[config.mk]
export PLATFORM = sky130hd
export DESIGN_NAME = mini_router_top
export DESIGN_NICKNAME = d
export VERILOG_FILES = /design/src/router_pkg.sv /design/src/router_ctrl_pkg.sv /design/src/router_ifs.sv /design/src/route_table.sv /design/src/ttl_checker.sv /design/src/forward_decision.sv /design/src/mini_router_top.sv
export SDC_FILE = /design/constraint.sdc
export NUM_CORES = 1
export LEC_CHECK = 0
export BUFFER_PORTS_ARGS = -buffer_cell sky130_fd_sc_hd__buf_2
export CAP_MARGIN = 40
export CORE_MARGIN = 3
export CORE_UTILIZATION = 57
export DETAILED_ROUTE_END_ITERATION = 7
export GPL_ROUTABILITY_DRIVEN = 0
export PLACE_DENSITY = 0.79
export SYNTH_ARGS = -nofsm -noshare
export SYNTH_HDL_FRONTEND = slang
export SYNTH_HIERARCHICAL = 1
export SYNTH_SLANG_ARGS = --single-unit
[constraint.sdc]
create_clock -name clk -period 2.8 [get_ports clk]
set_clock_uncertainty 0.15 [all_clocks]
set_input_delay 0 -clock clk [delete_from_list [all_inputs] [get_ports clk]]
set_output_delay 0 -clock clk [all_outputs]
set_load 0.05 [all_outputs]
[src/router_pkg.sv]
`default_nettype none

package router_pkg;

    ////////////////////////////////////////////////////////////
    // Port numbering

    // Ports 0 to 5 are usable, codes 6 and 7 are out of range
    localparam int NUM_PORTS = 6;
    localparam int PORT_W    = 3;

    typedef logic [PORT_W-1:0] port_t;

    ////////////////////////////////////////////////////////////
    // Header fields

    localparam int ADDR_W = 8;
    localparam int TTL_W  = 8;

    typedef logic [ADDR_W-1:0] addr_t;
    typedef logic [TTL_W-1:0]  ttl_t;

    // Lowest TTL that still survives one more hop
    localparam ttl_t TTL_MIN_LIVE = ttl_t'(2);

    ////////////////////////////////////////////////////////////
    // Statistics

    localparam int COUNT_W = 16;

    typedef logic [COUNT_W-1:0] count_t;

    // Counters stick here
    localparam count_t COUNT_MAX = '1;

endpackage

`default_nettype wire

[src/router_ctrl_pkg.sv]
`default_nettype none

package router_ctrl_pkg;

    // Route table size
    localparam int TABLE_DEPTH = 8;
    localparam int TABLE_IDX_W = $clog2(TABLE_DEPTH);

    typedef logic [TABLE_IDX_W-1:0] table_idx_t;

    ////////////////////////////////////////////////////////////
    // Register write port

    localparam int REG_ADDR_W = 4;
    localparam int REG_DATA_W = 16;

    typedef logic [REG_ADDR_W-1:0] reg_addr_t;
    typedef logic [REG_DATA_W-1:0] reg_data_t;

    // 0 to 7 are table entries
    localparam reg_addr_t DEFAULT_ROUTE_ADDR = reg_addr_t'(8);

    // Table entry word: valid, port, destination
    localparam int ENTRY_VALID_BIT = 15;
    localparam int ENTRY_PORT_LSB  = 8;
    localparam int ENTRY_DST_LSB   = 0;

    // Default route word: enable, port
    localparam int DEFAULT_EN_BIT   = 3;
    localparam int DEFAULT_PORT_LSB = 0;

    ////////////////////////////////////////////////////////////
    // Drop reasons

    typedef logic [1:0] drop_reason_t;

    localparam drop_reason_t DROP_NONE     = 2'd0;
    localparam drop_reason_t DROP_TTL      = 2'd1;
    localparam drop_reason_t DROP_NO_ROUTE = 2'd2;
    localparam drop_reason_t DROP_HAIRPIN  = 2'd3;

endpackage

`default_nettype wire

[src/router_ifs.sv]
`timescale 1ns/1ps
`default_nettype none

// Result of the destination lookup, one cycle after the header
interface lookup_if;
    import router_pkg::*;

    logic  valid;
    logic  hit;
    port_t egr_port;
    logic  from_default;

    modport tbl (
        output valid,
        output hit,
        output egr_port,
        output from_default
    );

    modport decision (
        input valid,
        input hit,
        input egr_port,
        input from_default
    );

endinterface

// Checked header fields, aligned with the lookup result
interface hdr_check_if;
    import router_pkg::*;

    logic  valid;
    logic  expired;
    ttl_t  ttl_next;
    addr_t dst;
    port_t ing_port;

    modport check (
        output valid,
        output expired,
        output ttl_next,
        output dst,
        output ing_port
    );

    modport decision (
        input valid,
        input expired,
        input ttl_next,
        input dst,
        input ing_port
    );

endinterface

`default_nettype wire

[src/route_table.sv]
`timescale 1ns/1ps
`default_nettype none

module route_table (
    input  var logic                      clk,
    input  var logic                      rst,
    input  var logic                      pkt_valid,
    input  var router_pkg::addr_t         pkt_dst,
    input  var logic                      reg_wr,
    input  var router_ctrl_pkg::reg_addr_t reg_addr,
    input  var router_ctrl_pkg::reg_data_t reg_wdata,
    lookup_if.tbl                         lkp
);

    import router_pkg::*;
    import router_ctrl_pkg::*;

    // Table storage
    logic [TABLE_DEPTH-1:0] entry_valid;
    port_t                  entry_port [TABLE_DEPTH];
    addr_t                  entry_dst  [TABLE_DEPTH];
    logic                   def_en;
    port_t                  def_port;

    // Write decode
    table_idx_t wr_idx;
    port_t      wr_entry_port;
    addr_t      wr_entry_dst;
    port_t      wr_def_port;
    logic       entry_wr;
    logic       def_wr;

    // Lookup
    logic  match_hit;
    port_t match_port;

    ////////////////////////////////////////////////////////////
    // Register writes

    assign wr_idx        = reg_addr[TABLE_IDX_W-1:0];
    assign wr_entry_port = reg_wdata[ENTRY_PORT_LSB +: PORT_W];
    assign wr_entry_dst  = reg_wdata[ENTRY_DST_LSB +: ADDR_W];
    assign wr_def_port   = reg_wdata[DEFAULT_PORT_LSB +: PORT_W];

    // Out of range ports leave the target untouched
    assign entry_wr = reg_wr && (reg_addr < TABLE_DEPTH) && (wr_entry_port < NUM_PORTS);
    assign def_wr   = reg_wr && (reg_addr == DEFAULT_ROUTE_ADDR) && (wr_def_port < NUM_PORTS);

    always_ff @(posedge clk) begin
        if (rst) begin
            entry_valid <= '0;
            def_en      <= 1'b0;
        end else begin
            if (entry_wr) begin
                entry_valid[wr_idx] <= reg_wdata[ENTRY_VALID_BIT];
            end
            if (def_wr) begin
                def_en <= reg_wdata[DEFAULT_EN_BIT];
            end
        end
    end

    always_ff @(posedge clk) begin
        if (entry_wr) begin
            entry_port[wr_idx] <= wr_entry_port;
            entry_dst[wr_idx]  <= wr_entry_dst;
        end
        if (def_wr) begin
            def_port <= wr_def_port;
        end
    end

    ////////////////////////////////////////////////////////////
    // Lookup

    // Scan from the top so the lowest matching index is left standing
    // With no match the default port stays in place
    always_comb begin
        match_hit  = 1'b0;
        match_port = def_port;
        for (int i = TABLE_DEPTH - 1; i >= 0; i--) begin
            if (entry_valid[i] && (entry_dst[i] == pkt_dst)) begin
                match_hit  = 1'b1;
                match_port = entry_port[i];
            end
        end
    end

    always_ff @(posedge clk) begin
        if (rst) begin
            lkp.valid <= 1'b0;
        end else begin
            lkp.valid <= pkt_valid;
        end
    end

    always_ff @(posedge clk) begin
        lkp.hit          <= match_hit || def_en;
        lkp.egr_port     <= match_port;
        lkp.from_default <= !match_hit && def_en;
    end

    // A route only ever points at a real port
    a_hit_port_range: assert property (
        @(posedge clk) disable iff (rst)
        (lkp.valid && lkp.hit) |-> (lkp.egr_port < NUM_PORTS)
    ) else $error("route_table: hit on out of range port %0d", lkp.egr_port);

endmodule

`default_nettype wire

[src/ttl_checker.sv]
`timescale 1ns/1ps
`default_nettype none

module ttl_checker (
    input  var logic              clk,
    input  var logic              rst,
    input  var logic              pkt_valid,
    input  var router_pkg::addr_t pkt_dst,
    input  var router_pkg::ttl_t  pkt_ttl,
    input  var router_pkg::port_t pkt_ing_port,
    hdr_check_if.check            chk
);

    import router_pkg::*;

    logic expired;

    // 0 and 1 cannot take another hop
    assign expired = (pkt_ttl < TTL_MIN_LIVE);

    always_ff @(posedge clk) begin
        if (rst) begin
            chk.valid <= 1'b0;
        end else begin
            chk.valid <= pkt_valid;
        end
    end

    // Header fields ride along with the check result
    always_ff @(posedge clk) begin
        chk.expired  <= expired;
        chk.ttl_next <= pkt_ttl - 1'b1;
        chk.dst      <= pkt_dst;
        chk.ing_port <= pkt_ing_port;
    end

    a_valid_delay: assert property (
        @(posedge clk) disable iff (rst)
        !$past(rst) |-> (chk.valid == $past(pkt_valid))
    ) else $error("ttl_checker: check strobe out of step with ingress");

endmodule

`default_nettype wire

[src/forward_decision.sv]
`timescale 1ns/1ps
`default_nettype none

module forward_decision (
    input  var logic                      clk,
    input  var logic                      rst,
    lookup_if.decision                    lkp,
    hdr_check_if.decision                 chk,
    output logic                          egr_valid,
    output router_pkg::port_t             egr_port,
    output router_pkg::addr_t             egr_dst,
    output router_pkg::ttl_t              egr_ttl,
    output logic                          drop_valid,
    output router_ctrl_pkg::drop_reason_t drop_reason,
    output router_pkg::count_t            fwd_count,
    output router_pkg::count_t            drop_count
);

    import router_pkg::*;
    import router_ctrl_pkg::*;

    drop_reason_t reason;
    logic         is_fwd;
    logic         is_drop;

    ////////////////////////////////////////////////////////////
    // Verdict

    // TTL beats missing route beats hairpin
    always_comb begin
        if (chk.expired) begin
            reason = DROP_TTL;
        end else if (!lkp.hit) begin
            reason = DROP_NO_ROUTE;
        end else if (lkp.egr_port == chk.ing_port) begin
            reason = DROP_HAIRPIN;
        end else begin
            reason = DROP_NONE;
        end
    end

    assign is_fwd  = chk.valid && (reason == DROP_NONE);
    assign is_drop = chk.valid && (reason != DROP_NONE);

    always_ff @(posedge clk) begin
        if (rst) begin
            egr_valid  <= 1'b0;
            drop_valid <= 1'b0;
        end else begin
            egr_valid  <= is_fwd;
            drop_valid <= is_drop;
        end
    end

    always_ff @(posedge clk) begin
        egr_port    <= lkp.egr_port;
        egr_dst     <= chk.dst;
        egr_ttl     <= chk.ttl_next;
        drop_reason <= reason;
    end

    ////////////////////////////////////////////////////////////
    // Counters

    // Count on the same edge that raises the strobe
    always_ff @(posedge clk) begin
        if (rst) begin
            fwd_count  <= '0;
            drop_count <= '0;
        end else begin
            if (is_fwd && (fwd_count != COUNT_MAX)) begin
                fwd_count <= fwd_count + 1'b1;
            end
            if (is_drop && (drop_count != COUNT_MAX)) begin
                drop_count <= drop_count + 1'b1;
            end
        end
    end

    a_one_outcome: assert property (
        @(posedge clk) disable iff (rst)
        !(egr_valid && drop_valid)
    ) else $error("forward_decision: forward and drop in the same cycle");

    // Both front blocks must stay in lockstep
    a_front_aligned: assert property (
        @(posedge clk) disable iff (rst)
        lkp.valid == chk.valid
    ) else $error("forward_decision: lookup and check strobes misaligned");

endmodule

`default_nettype wire

[src/mini_router_top.sv]
`timescale 1ns/1ps
`default_nettype none

module mini_router_top (
    input  var logic                       clk,
    input  var logic                       rst,

    // Ingress header
    input  var logic                       pkt_valid,
    input  var router_pkg::addr_t          pkt_dst,
    input  var router_pkg::ttl_t           pkt_ttl,
    input  var router_pkg::port_t          pkt_ing_port,

    // Table programming
    input  var logic                       reg_wr,
    input  var router_ctrl_pkg::reg_addr_t reg_addr,
    input  var router_ctrl_pkg::reg_data_t reg_wdata,

    // Egress and drop results
    output logic                           egr_valid,
    output router_pkg::port_t              egr_port,
    output router_pkg::addr_t              egr_dst,
    output router_pkg::ttl_t               egr_ttl,
    output logic                           drop_valid,
    output router_ctrl_pkg::drop_reason_t  drop_reason,
    output router_pkg::count_t             fwd_count,
    output router_pkg::count_t             drop_count
);

    lookup_if    lkp_if ();
    hdr_check_if chk_if ();

    ////////////////////////////////////////////////////////////
    // Parallel front stage

    route_table u_route_table (
        .clk       ( clk       ),
        .rst       ( rst       ),
        .pkt_valid ( pkt_valid ),
        .pkt_dst   ( pkt_dst   ),
        .reg_wr    ( reg_wr    ),
        .reg_addr  ( reg_addr  ),
        .reg_wdata ( reg_wdata ),
        .lkp       ( lkp_if    )
    );

    ttl_checker u_ttl_checker (
        .clk          ( clk          ),
        .rst          ( rst          ),
        .pkt_valid    ( pkt_valid    ),
        .pkt_dst      ( pkt_dst      ),
        .pkt_ttl      ( pkt_ttl      ),
        .pkt_ing_port ( pkt_ing_port ),
        .chk          ( chk_if       )
    );

    ////////////////////////////////////////////////////////////
    // Decision stage

    forward_decision u_forward_decision (
        .clk         ( clk         ),
        .rst         ( rst         ),
        .lkp         ( lkp_if      ),
        .chk         ( chk_if      ),
        .egr_valid   ( egr_valid   ),
        .egr_port    ( egr_port    ),
        .egr_dst     ( egr_dst     ),
        .egr_ttl     ( egr_ttl     ),
        .drop_valid  ( drop_valid  ),
        .drop_reason ( drop_reason ),
        .fwd_count   ( fwd_count   ),
        .drop_count  ( drop_count  )
    );

endmodule

`default_nettype wire

Word level (Yosys, flattened, before mapping)

Memory sizes are Yosys's and may differ from the RTL's.
Index checks and enable logic that the tools add are counted.

$add $sub $neg: 3
$lt $le $gt $ge: 6
Equality and inequality tests: 12
Muxes and demuxes: 24
Reduce and logical (&&, ||, !) cells: 20

Operators with widths:

| kind                                                                         | count |
|---|---|
| 8-bit equality test                                                          | 8 |
| 16-bit by 1-bit adder with 16-bit output, second input constant              | 2 |
| 16-bit != test, second input constant                                        | 2 |
| 3-bit two-way mux                                                            | 8 |
| 1-bit logical AND                                                            | 17 |
| 1-bit two-way mux                                                            | 11 |
| 8-bit bitwise mux                                                            | 1 |
| 8-bit by 2-bit less-than comparator with 1-bit output, second input constant | 1 |
| 8-bit by 1-bit subtractor with 8-bit output, second input constant           | 1 |
| 3-bit less-than comparator, second input constant                            | 2 |
| 2-bit two-way mux                                                            | 3 |
| 4-bit equality test, second input constant                                   | 1 |
| 3-bit by 4-bit less-than comparator with 1-bit output, second input constant | 1 |
| 4-bit less-than comparator, second input constant                            | 1 |
| 1-bit demux with 3-bit select                                                | 1 |
| 3-bit equality test                                                          | 1 |
| 3-bit by 1-bit >= comparator with 1-bit output, second input constant        | 1 |
| 2-bit zero test                                                              | 1 |
| 2-bit nonzero test                                                           | 1 |
| 1-bit logical OR                                                             | 1 |

Register bits after elaboration: 92
Memory bits (writable): 88
Bits of input ports: 43
Output and inout bits: 55
Logic and storage cells: 85
Memories: 2

Memory list:

| name                     | depth | bits a word | rd ports | clocked after memory_dff | wr ports | line              | RTL |
|---|---|---|---|---|---|---|---|
| u_route_table.entry_dst  | 8     | 8           | 8        | 0                        | 1        | route_table.sv:21 | `addr_t entry_dst [TABLE_DEPTH];` |
| u_route_table.entry_port | 8     | 3           | 8        | 0                        | 1        | route_table.sv:20 | `port_t entry_port [TABLE_DEPTH];` |

Depth between registers and ports, before layout

Gate-level depths: netlist of the first run.

Depth after elaboration: 11
Gate-level depth with buffers: 8
Depth with buffers taken out: 7

Cells and area by module

The synthesis of the first run kept the hierarchy.

By module, submodules not included:

| module           | instances | cells an instance | area each (µm²) | seq. area each (µm²) |
|---|---|---|---|---|
| route_table      | 1         | 297               | 4,455.5         | 3,032.9 |
| forward_decision | 1         | 227               | 2,174.6         | 1,101.1 |
| ttl_checker      | 1         | 41                | 574.3           | 420.4 |

Least setup slack after synthesis of the first run

Ideal clock, no wire load.

Path kind: flip-flop to flip-flop
From: reg u_forward_decision.drop_count[0]
To: reg u_forward_decision.drop_count[1]
Setup time: 0.128 ns
Arrival: 2.004 ns
Data required time: 2.522 ns
Slack: 0.518 ns
Cell stages (with the launch flop): 8
Path buffers: 1
Period minus slack after synthesis: 2.282 ns
Cells stage by stage: dfxtp_1 ha_1 nand3_1 or4b_1 buf_2 nand3_2 mux2i_1 nor2_1

Longest elaborated chain between the ends: 2
Elaborated cells on any way between the ends: 3
Classes of those cells: add/sub: 1; eq/ne: 1; reduce/logical: 1

RTL lines:

| element                                                                                          | line                   | RTL |
|---|---|---|
| start, declared                                                                                  | forward_decision.sv:16 | `output router_pkg::count_t drop_count` |
| start signal, assigned                                                                           | forward_decision.sv:75 | `drop_count <= drop_count + 1'b1;` |
| parallel branches: the longest is 2 deep, another holds 16-bit by 1-bit adder with 16-bit output | -                      |  |

Parallel ways; which one is timed is not known.
A chain may end at the register's enable or synchronous reset.

==> flow_metrics.tcl, run 1 <==
set metrics [dict create \
    antenna_found_initial 0 \
    routed_wl_um 15500 \
    antenna_left 0 \
    worst_pin_slew_ps 866 \
    power_density_nw_per_um2 628 \
    max_slew_margin_pct 42.3 \
    core_area_sq_um 12200 \
    rows 40 \
    via_per_inst 5.63 \
    final_max_slew_viol_count 0 \
    ir_drop_mv 0.472 \
    cts.repair.resized 0 \
    p_leak_nw 3.33 \
    startpoint_type "flip-flop" \
    start_util_pct 58.8 \
    fillers 810 \
    grt_pass1_wl_um 25000 \
    die_w_um 118 \
    end_kind "flip-flop" \
    dieHeight_um 118 \
    arrival_ps 2680 \
    outcome "finished clean" \
    max_freq_mhz 401 \
    maxCapViolCount 0 \
    dp_hpwl_um 9840 \
    fin_crit_sh_pct 89.1 \
    hold_slack_ps 30.3 \
    fin_setup_tns_ps 0 \
    grt_usage_pct 22.9 \
    drc 0 \
    multi_input_area_sq_um 2480 \
    synthCells 561 \
    ff_latch_area_sq_um 4510 \
    fin_crit_ps 2490 \
    cts_setup_buffers 0 \
    drtIter0Drc 479 \
    preCtsSetupSlack_ps 423 \
    clockBufferDepth 2 \
    cpMostUsedCell "nor4_1" \
    die_area_sq_um 13900 \
    clock-root-buffer "clkbuf_16" \
    cpPeakStageDelay_ps 510 \
    hp-class "in2reg" \
    synth.avg_cell_area_sq_um 12.7 \
    diodes 0 \
    clk_latency_ps 410 \
    crit_fanout 5 \
    cts_tree "built" \
    port_buffers 93 \
    setup_ws_ps 305 \
    grt_max_degree 48 \
    syn_nets 607 \
    cts_num_sinks 180 \
    clkSlewWorstSetupHoldPaths_ps 60 \
    layout-drive-gt1-share_pct 22.2 \
    path_cells "xor2_1 -> nor4_1 -> nand4_1 -> inv_1 -> nor4_1 -> or4_1 -> o21ai_1" \
    cts_buffers 17 \
    hold_violations 0 \
    rsz0062_at_grt "no" \
    drt_pre_antenna_iters 6 \
    synthesis.area_sq_um 7150 \
    path_class "reg2reg" \
    finish.utilization_pct 72.5 \
    avgRoutedWirePerCell_um 17.4 \
    crit_slowest_cell "or4_1" \
    ioPinCount 98 \
    grt_overflow 0 \
    areaGrowthSynthToFinish_pct 23.2 \
    layout.nets 753 \
    worstPathRequired_ps 2990 \
    h-tree-depth 4 \
    vias 4995 \
    setup-violations-final 0 \
    ys_warn_count 6 \
    grt_pass1_vias 4936 \
]
## power breakdown
| group | internal [mW] | switching [mW] |
|---|---|---|
| logic | 0.133 | 0.225 |
| registers | 2.83 | 0.0219 |
| clock network | 1.37 | 0.959 |
| total | 4.33 | 1.21 |
## worst paths after layout
| check | slack (ps) | startpoint | end | cells after the start |
|---|---|---|---|---|
| worst min register to register | 180 | u_ttl_checker/chk.dst[5]$_DFF_P_ | u_forward_decision/egr_dst[5]$_DFF_P_ | 0 |
| worst max register to register | 310 | u_route_table/entry_dst[4][7]$_DFFE_PP_ | u_route_table/lkp.egr_port[0]$_DFF_P_ | 7 |
| worst min-delay path | 30 | rst | u_forward_decision/drop_count[9]$_SDFFE_PP0P_ | 2 |
| worst max-delay path | 310 | u_route_table/entry_dst[4][7]$_DFFE_PP_ | u_route_table/lkp.egr_port[0]$_DFF_P_ | 7 |
## state kept, by name, indices dropped and copies added, names as in the netlist, 2 cells and up
register and count:
u_route_table/def_port 3, u_forward_decision/drop_count 16, u_route_table/entry_dst 64, u_ttl_checker/chk.ing_port 3
u_ttl_checker/chk.dst 8, u_route_table/entry_valid 8, u_ttl_checker/chk.ttl_next 8, u_forward_decision/drop_reason 2
u_forward_decision/fwd_count 16, u_forward_decision/egr_ttl 8, u_forward_decision/egr_port 3, u_route_table/lkp.egr_port 3
u_route_table/entry_port 24, u_forward_decision/egr_dst 8
## worst max-delay path, delay by kind of cell, from the launching register on
family	cells	cell delay (ps)
buffers and inverters	1	160
flip-flops	1	400
AO/OA/AOI/OAI	1	190
XOR/XNOR	1	160
AND/OR/NAND/NOR	4	1350
## per-stage QoR
stage	instances	instance area (sq um)	power, mW
after global routing	888	8810	5.71
final	888	8810	5.53
after detailed placement	812	7780	3.21
after floorplan	561	7150	3.11
after global placement	812	7780	3.20
after CTS	888	8810	5.56
## layer usage
layer / track usage, % / wire length, um / vias to the layer above
met2: 38.1 / 7630 / 236
met1: 28.4 / 6200 / 2405
met4: 10.8 / 484 / 0
li1: - / - / 2319
met3: 5.33 / 1150 / 35
met5: 0 / 0 / -
## final cells by class
cell class	count	area share, %
Clock buffer	21	5.64
Clock inverter	11	1.11
Inverter	8	0.341
Multi-Input combinational cell	353	28.2
Sequential cell	180	51.2
Tap cell	168	2.39
Timing Repair Buffer	147	11.1
## repair_timing
item / 4_1_cts / 5_1_grt
hold buffers: 44 / 0
endpoints found under the setup margin: 0 / 0
endpoints found under the hold margin: 126 / 0
## placed cells by master, fill, tap and decap left out, types with 3 or more instances in the layout
cell and n:
nor4_1 11, dfxtp_1 89, ha_1 3, xor2_1 46
nand4_1 28, and3_1 7, nand4_2 4, and4_1 3
clkbuf_16 19, nor3_1 13, nor4_2 3, nor3_2 3
dlygate4sd3_1 44, mux2i_1 7, o21ai_0 7, nor2_1 55
a21oi_1 15, clkinv_4 3, inv_1 10, xnor2_1 43
xnor2_2 5, nand2_1 25, nand3_1 18, edfxtp_1 91
buf_4 10, buf_2 93, or3_1 3, a211oi_1 4
nor2b_1 7, nand2b_1 6
(Power assumes the default switching activity.)
==> inputs of run 2 (changes only) <==
--- a/config.mk
+++ b/config.mk
@@ -5,13 +5,15 @@
 export SDC_FILE = /design/constraint.sdc
 export NUM_CORES = 1
 export LEC_CHECK = 0
+export ABC_AREA = 1
 export BUFFER_PORTS_ARGS = -buffer_cell sky130_fd_sc_hd__buf_2
 export CAP_MARGIN = 40
 export CORE_MARGIN = 3
-export CORE_UTILIZATION = 57
+export CORE_UTILIZATION = 58
+export CTS_CLUSTER_DIAMETER = 50
 export DETAILED_ROUTE_END_ITERATION = 7
 export GPL_ROUTABILITY_DRIVEN = 0
-export PLACE_DENSITY = 0.79
+export PLACE_DENSITY = 0.8
 export SYNTH_ARGS = -nofsm -noshare
 export SYNTH_HDL_FRONTEND = slang
 export SYNTH_HIERARCHICAL = 1
==> run 2 against run 1 <==
  * Wire length grew 20%
  * Worst hold slack better by 24 ps
  * Cell area rose by 11%
  * Flip-flop and latch count unchanged
  * Total power is 0.39% higher
  * Utilization increased by 0.55 points
  * Largest cell class unchanged
==> flow_metrics.tcl, run 2 <==
set metrics [dict create \
    outcome "finished clean" \
    dp_hpwl_um 12600 \
    path_class "in2reg" \
    top_regs "u_route_table/entry_dst (64), u_route_table/entry_port (24)" \
    rows 42 \
    place_area_sq_um 8690 \
    crit_family "buffers and inverters" \
    routed_wl_um 18600 \
    clock-root-buffer "clkbuf_16" \
    power_switching_mw 1.32 \
    arrival_ps 2850 \
    p_leak_nw 4.04 \
    max_freq_mhz 373 \
    cts_buffers 17 \
    layout-drive-gt1-share_pct 19.5 \
    critical_path_buf_inv_count 5 \
    power_frac_seq_pct 51.3 \
    via_per_inst 5.30 \
    die_area_sq_um 15300 \
    setup-violations-final 0 \
    dieHeight_um 124 \
    synth.avg_cell_area_sq_um 9.01 \
    start_util_pct 60.1 \
    hold_depth 2 \
    p_int_mw 4.23 \
    syn_nets 939 \
    crit_fanout 4 \
    ir_drop_mv 0.445 \
    areaGrowthSynthToFinish_pct 21.5 \
    antenna_found_initial 0 \
    hold_slack_ps 54.3 \
    worst_pin_slew_ps 690 \
    fin_crit_ps 2680 \
    final_area_sq_um 9780 \
    largest-register "u_route_table/entry_dst" \
    max_slew_margin_pct 53.6 \
    clkPwrFrac_pct 41.6 \
    ys_warn_count 6 \
    grt_pass1_wl_um 29300 \
    grt_usage_pct 25.1 \
    final_common_cell "nand2_1" \
    cts_setup_buffers 0 \
    antenna_left 0 \
    h-tree-depth 4 \
    end_kind "flip-flop" \
    grt_overflow 0 \
    diodes 0 \
    synthesis.area_sq_um 8050 \
    cp_num_cells 9 \
    switching_share_pct 23.8 \
    layout.nets 1092 \
    grt_max_degree 22 \
    mostFrequentLayoutCells "216 x nand2_1, 102 x nor2_1, 93 x buf_2" \
    cts_num_sinks 180 \
    fin_setup_tns_ps 0 \
    fin_crit_sh_pct 95.8 \
    drt_pre_antenna_iters 5 \
    crit_slowest_cell "dlygate4sd3_1" \
    largest_register_ffs 64 \
    grt_pass1_vias 6030 \
    combPwrFrac_pct 7.1 \
    drtIter0Drc 614 \
    clockBufferDepth 2 \
    cpPeakStageDelay_ps 630 \
    worstPathRequired_ps 2960 \
    path_cells "dlygate4sd3_1 -> buf_2 -> nor2_4 -> dlygate4sd3_1 -> nand2_4 -> o21ai_1 -> dlygate4sd3_1 -> nand2_1 -> dlygate4sd3_1" \
    startpoint_type "input port" \
    cpMostUsedCell "dlygate4sd3_1" \
    clk_latency_ps 420 \
    avgRoutedWirePerCell_um 15.1 \
    drc 0 \
    rsz0062_at_grt "no" \
    r2r_cells 7 \
    die_w_um 124 \
    final_max_slew_viol_count 0 \
    core_area_sq_um 13400 \
    power_density_nw_per_um2 568 \
    clkSlewWorstSetupHoldPaths_ps 70 \
    hold_violations 0 \
    port_buffers 93 \
    ioPinCount 98 \
    cts_tree "built" \
    synthCells 893 \
    hp-class "in2reg" \
    maxCapViolCount 0 \
    vias 6547 \
]
## run 2: changes by cell type in the layout (fill, tap and decap cells not counted), moves of 10 or more
cell / before / now
a21oi_1: 15 / 33
inv_1: 10 / 90
inv_2: 0 / 12
nand2_1: 25 / 216
nand3_1: 18 / 35
nand3_2: 2 / 13
nor2_1: 55 / 102
o21ai_0: 7 / 27
o21ai_1: 1 / 17
or2_2: 0 / 10
xnor2_1: 43 / 14
xor2_1: 46 / 22
## run 2: per-layer routing
layer,global-route usage (%),part of all wire [%]
met2,40.9,49
met5,0,0
met3,5.22,7.0
met1,33.8,43
met4,8.17,1.9
## run 2: per-stage QoR
stage | setup slack [ps] | util (%) | instances | power [mW]
floorplan | 637 | - | 893 | 3.13
global placement | 730 | 64.8 | 1152 | 3.23
detailed placement | 635 | 64.8 | 1152 | 3.24
CTS | 250 | 73.0 | 1235 | 5.57
global route | 82.9 | 73.0 | 1235 | 5.74
finish | 119 | 73.0 | 1235 | 5.55
## run 2: final timing paths
check,from,endpoint,slack (ps)
setup reg to reg,u_forward_decision/drop_count[0]$_SDFFE_PP0P_,u_forward_decision/drop_count[11]$_SDFFE_PP0P_,580
hold / removal,pkt_ing_port[0],u_ttl_checker/chk.ing_port[0]$_DFF_P_,50
hold reg to reg,u_ttl_checker/chk.dst[1]$_DFF_P_,u_forward_decision/egr_dst[1]$_DFF_P_,180
setup / recovery,pkt_ttl[1],u_ttl_checker/chk.ttl_next[5]$_DFF_P_,120
## run 2: repair_timing
action                     4_1_cts  5_1_grt
hold buffers                    51        0
gates resized for setup          0        0
hold endpoints to repair       139        0
setup endpoints to repair        0        0
## run 2: power by group through the flow
| stage | clock network (mW) | logic (mW) | registers, mW |
|---|---|---|---|
| after floorplan | 0 | 0.157 | 2.97 |
| after global placement | 0 | 0.329 | 2.90 |
| after detailed placement | 0 | 0.335 | 2.91 |
| after CTS | 2.33 | 0.389 | 2.85 |
| after global routing | 2.45 | 0.431 | 2.85 |
| final | 2.31 | 0.395 | 2.85 |
## run 2: final cells by class
type / instances / area, sq um
flip-flops and latches: 180 / 4510
fillers: 1000 / 3620
multi-input cells: 588 / 3010
repair buffers: 156 / 1070
clock buffers: 19 / 475
inverters: 103 / 389
well taps: 176 / 220
clock inverters: 13 / 110
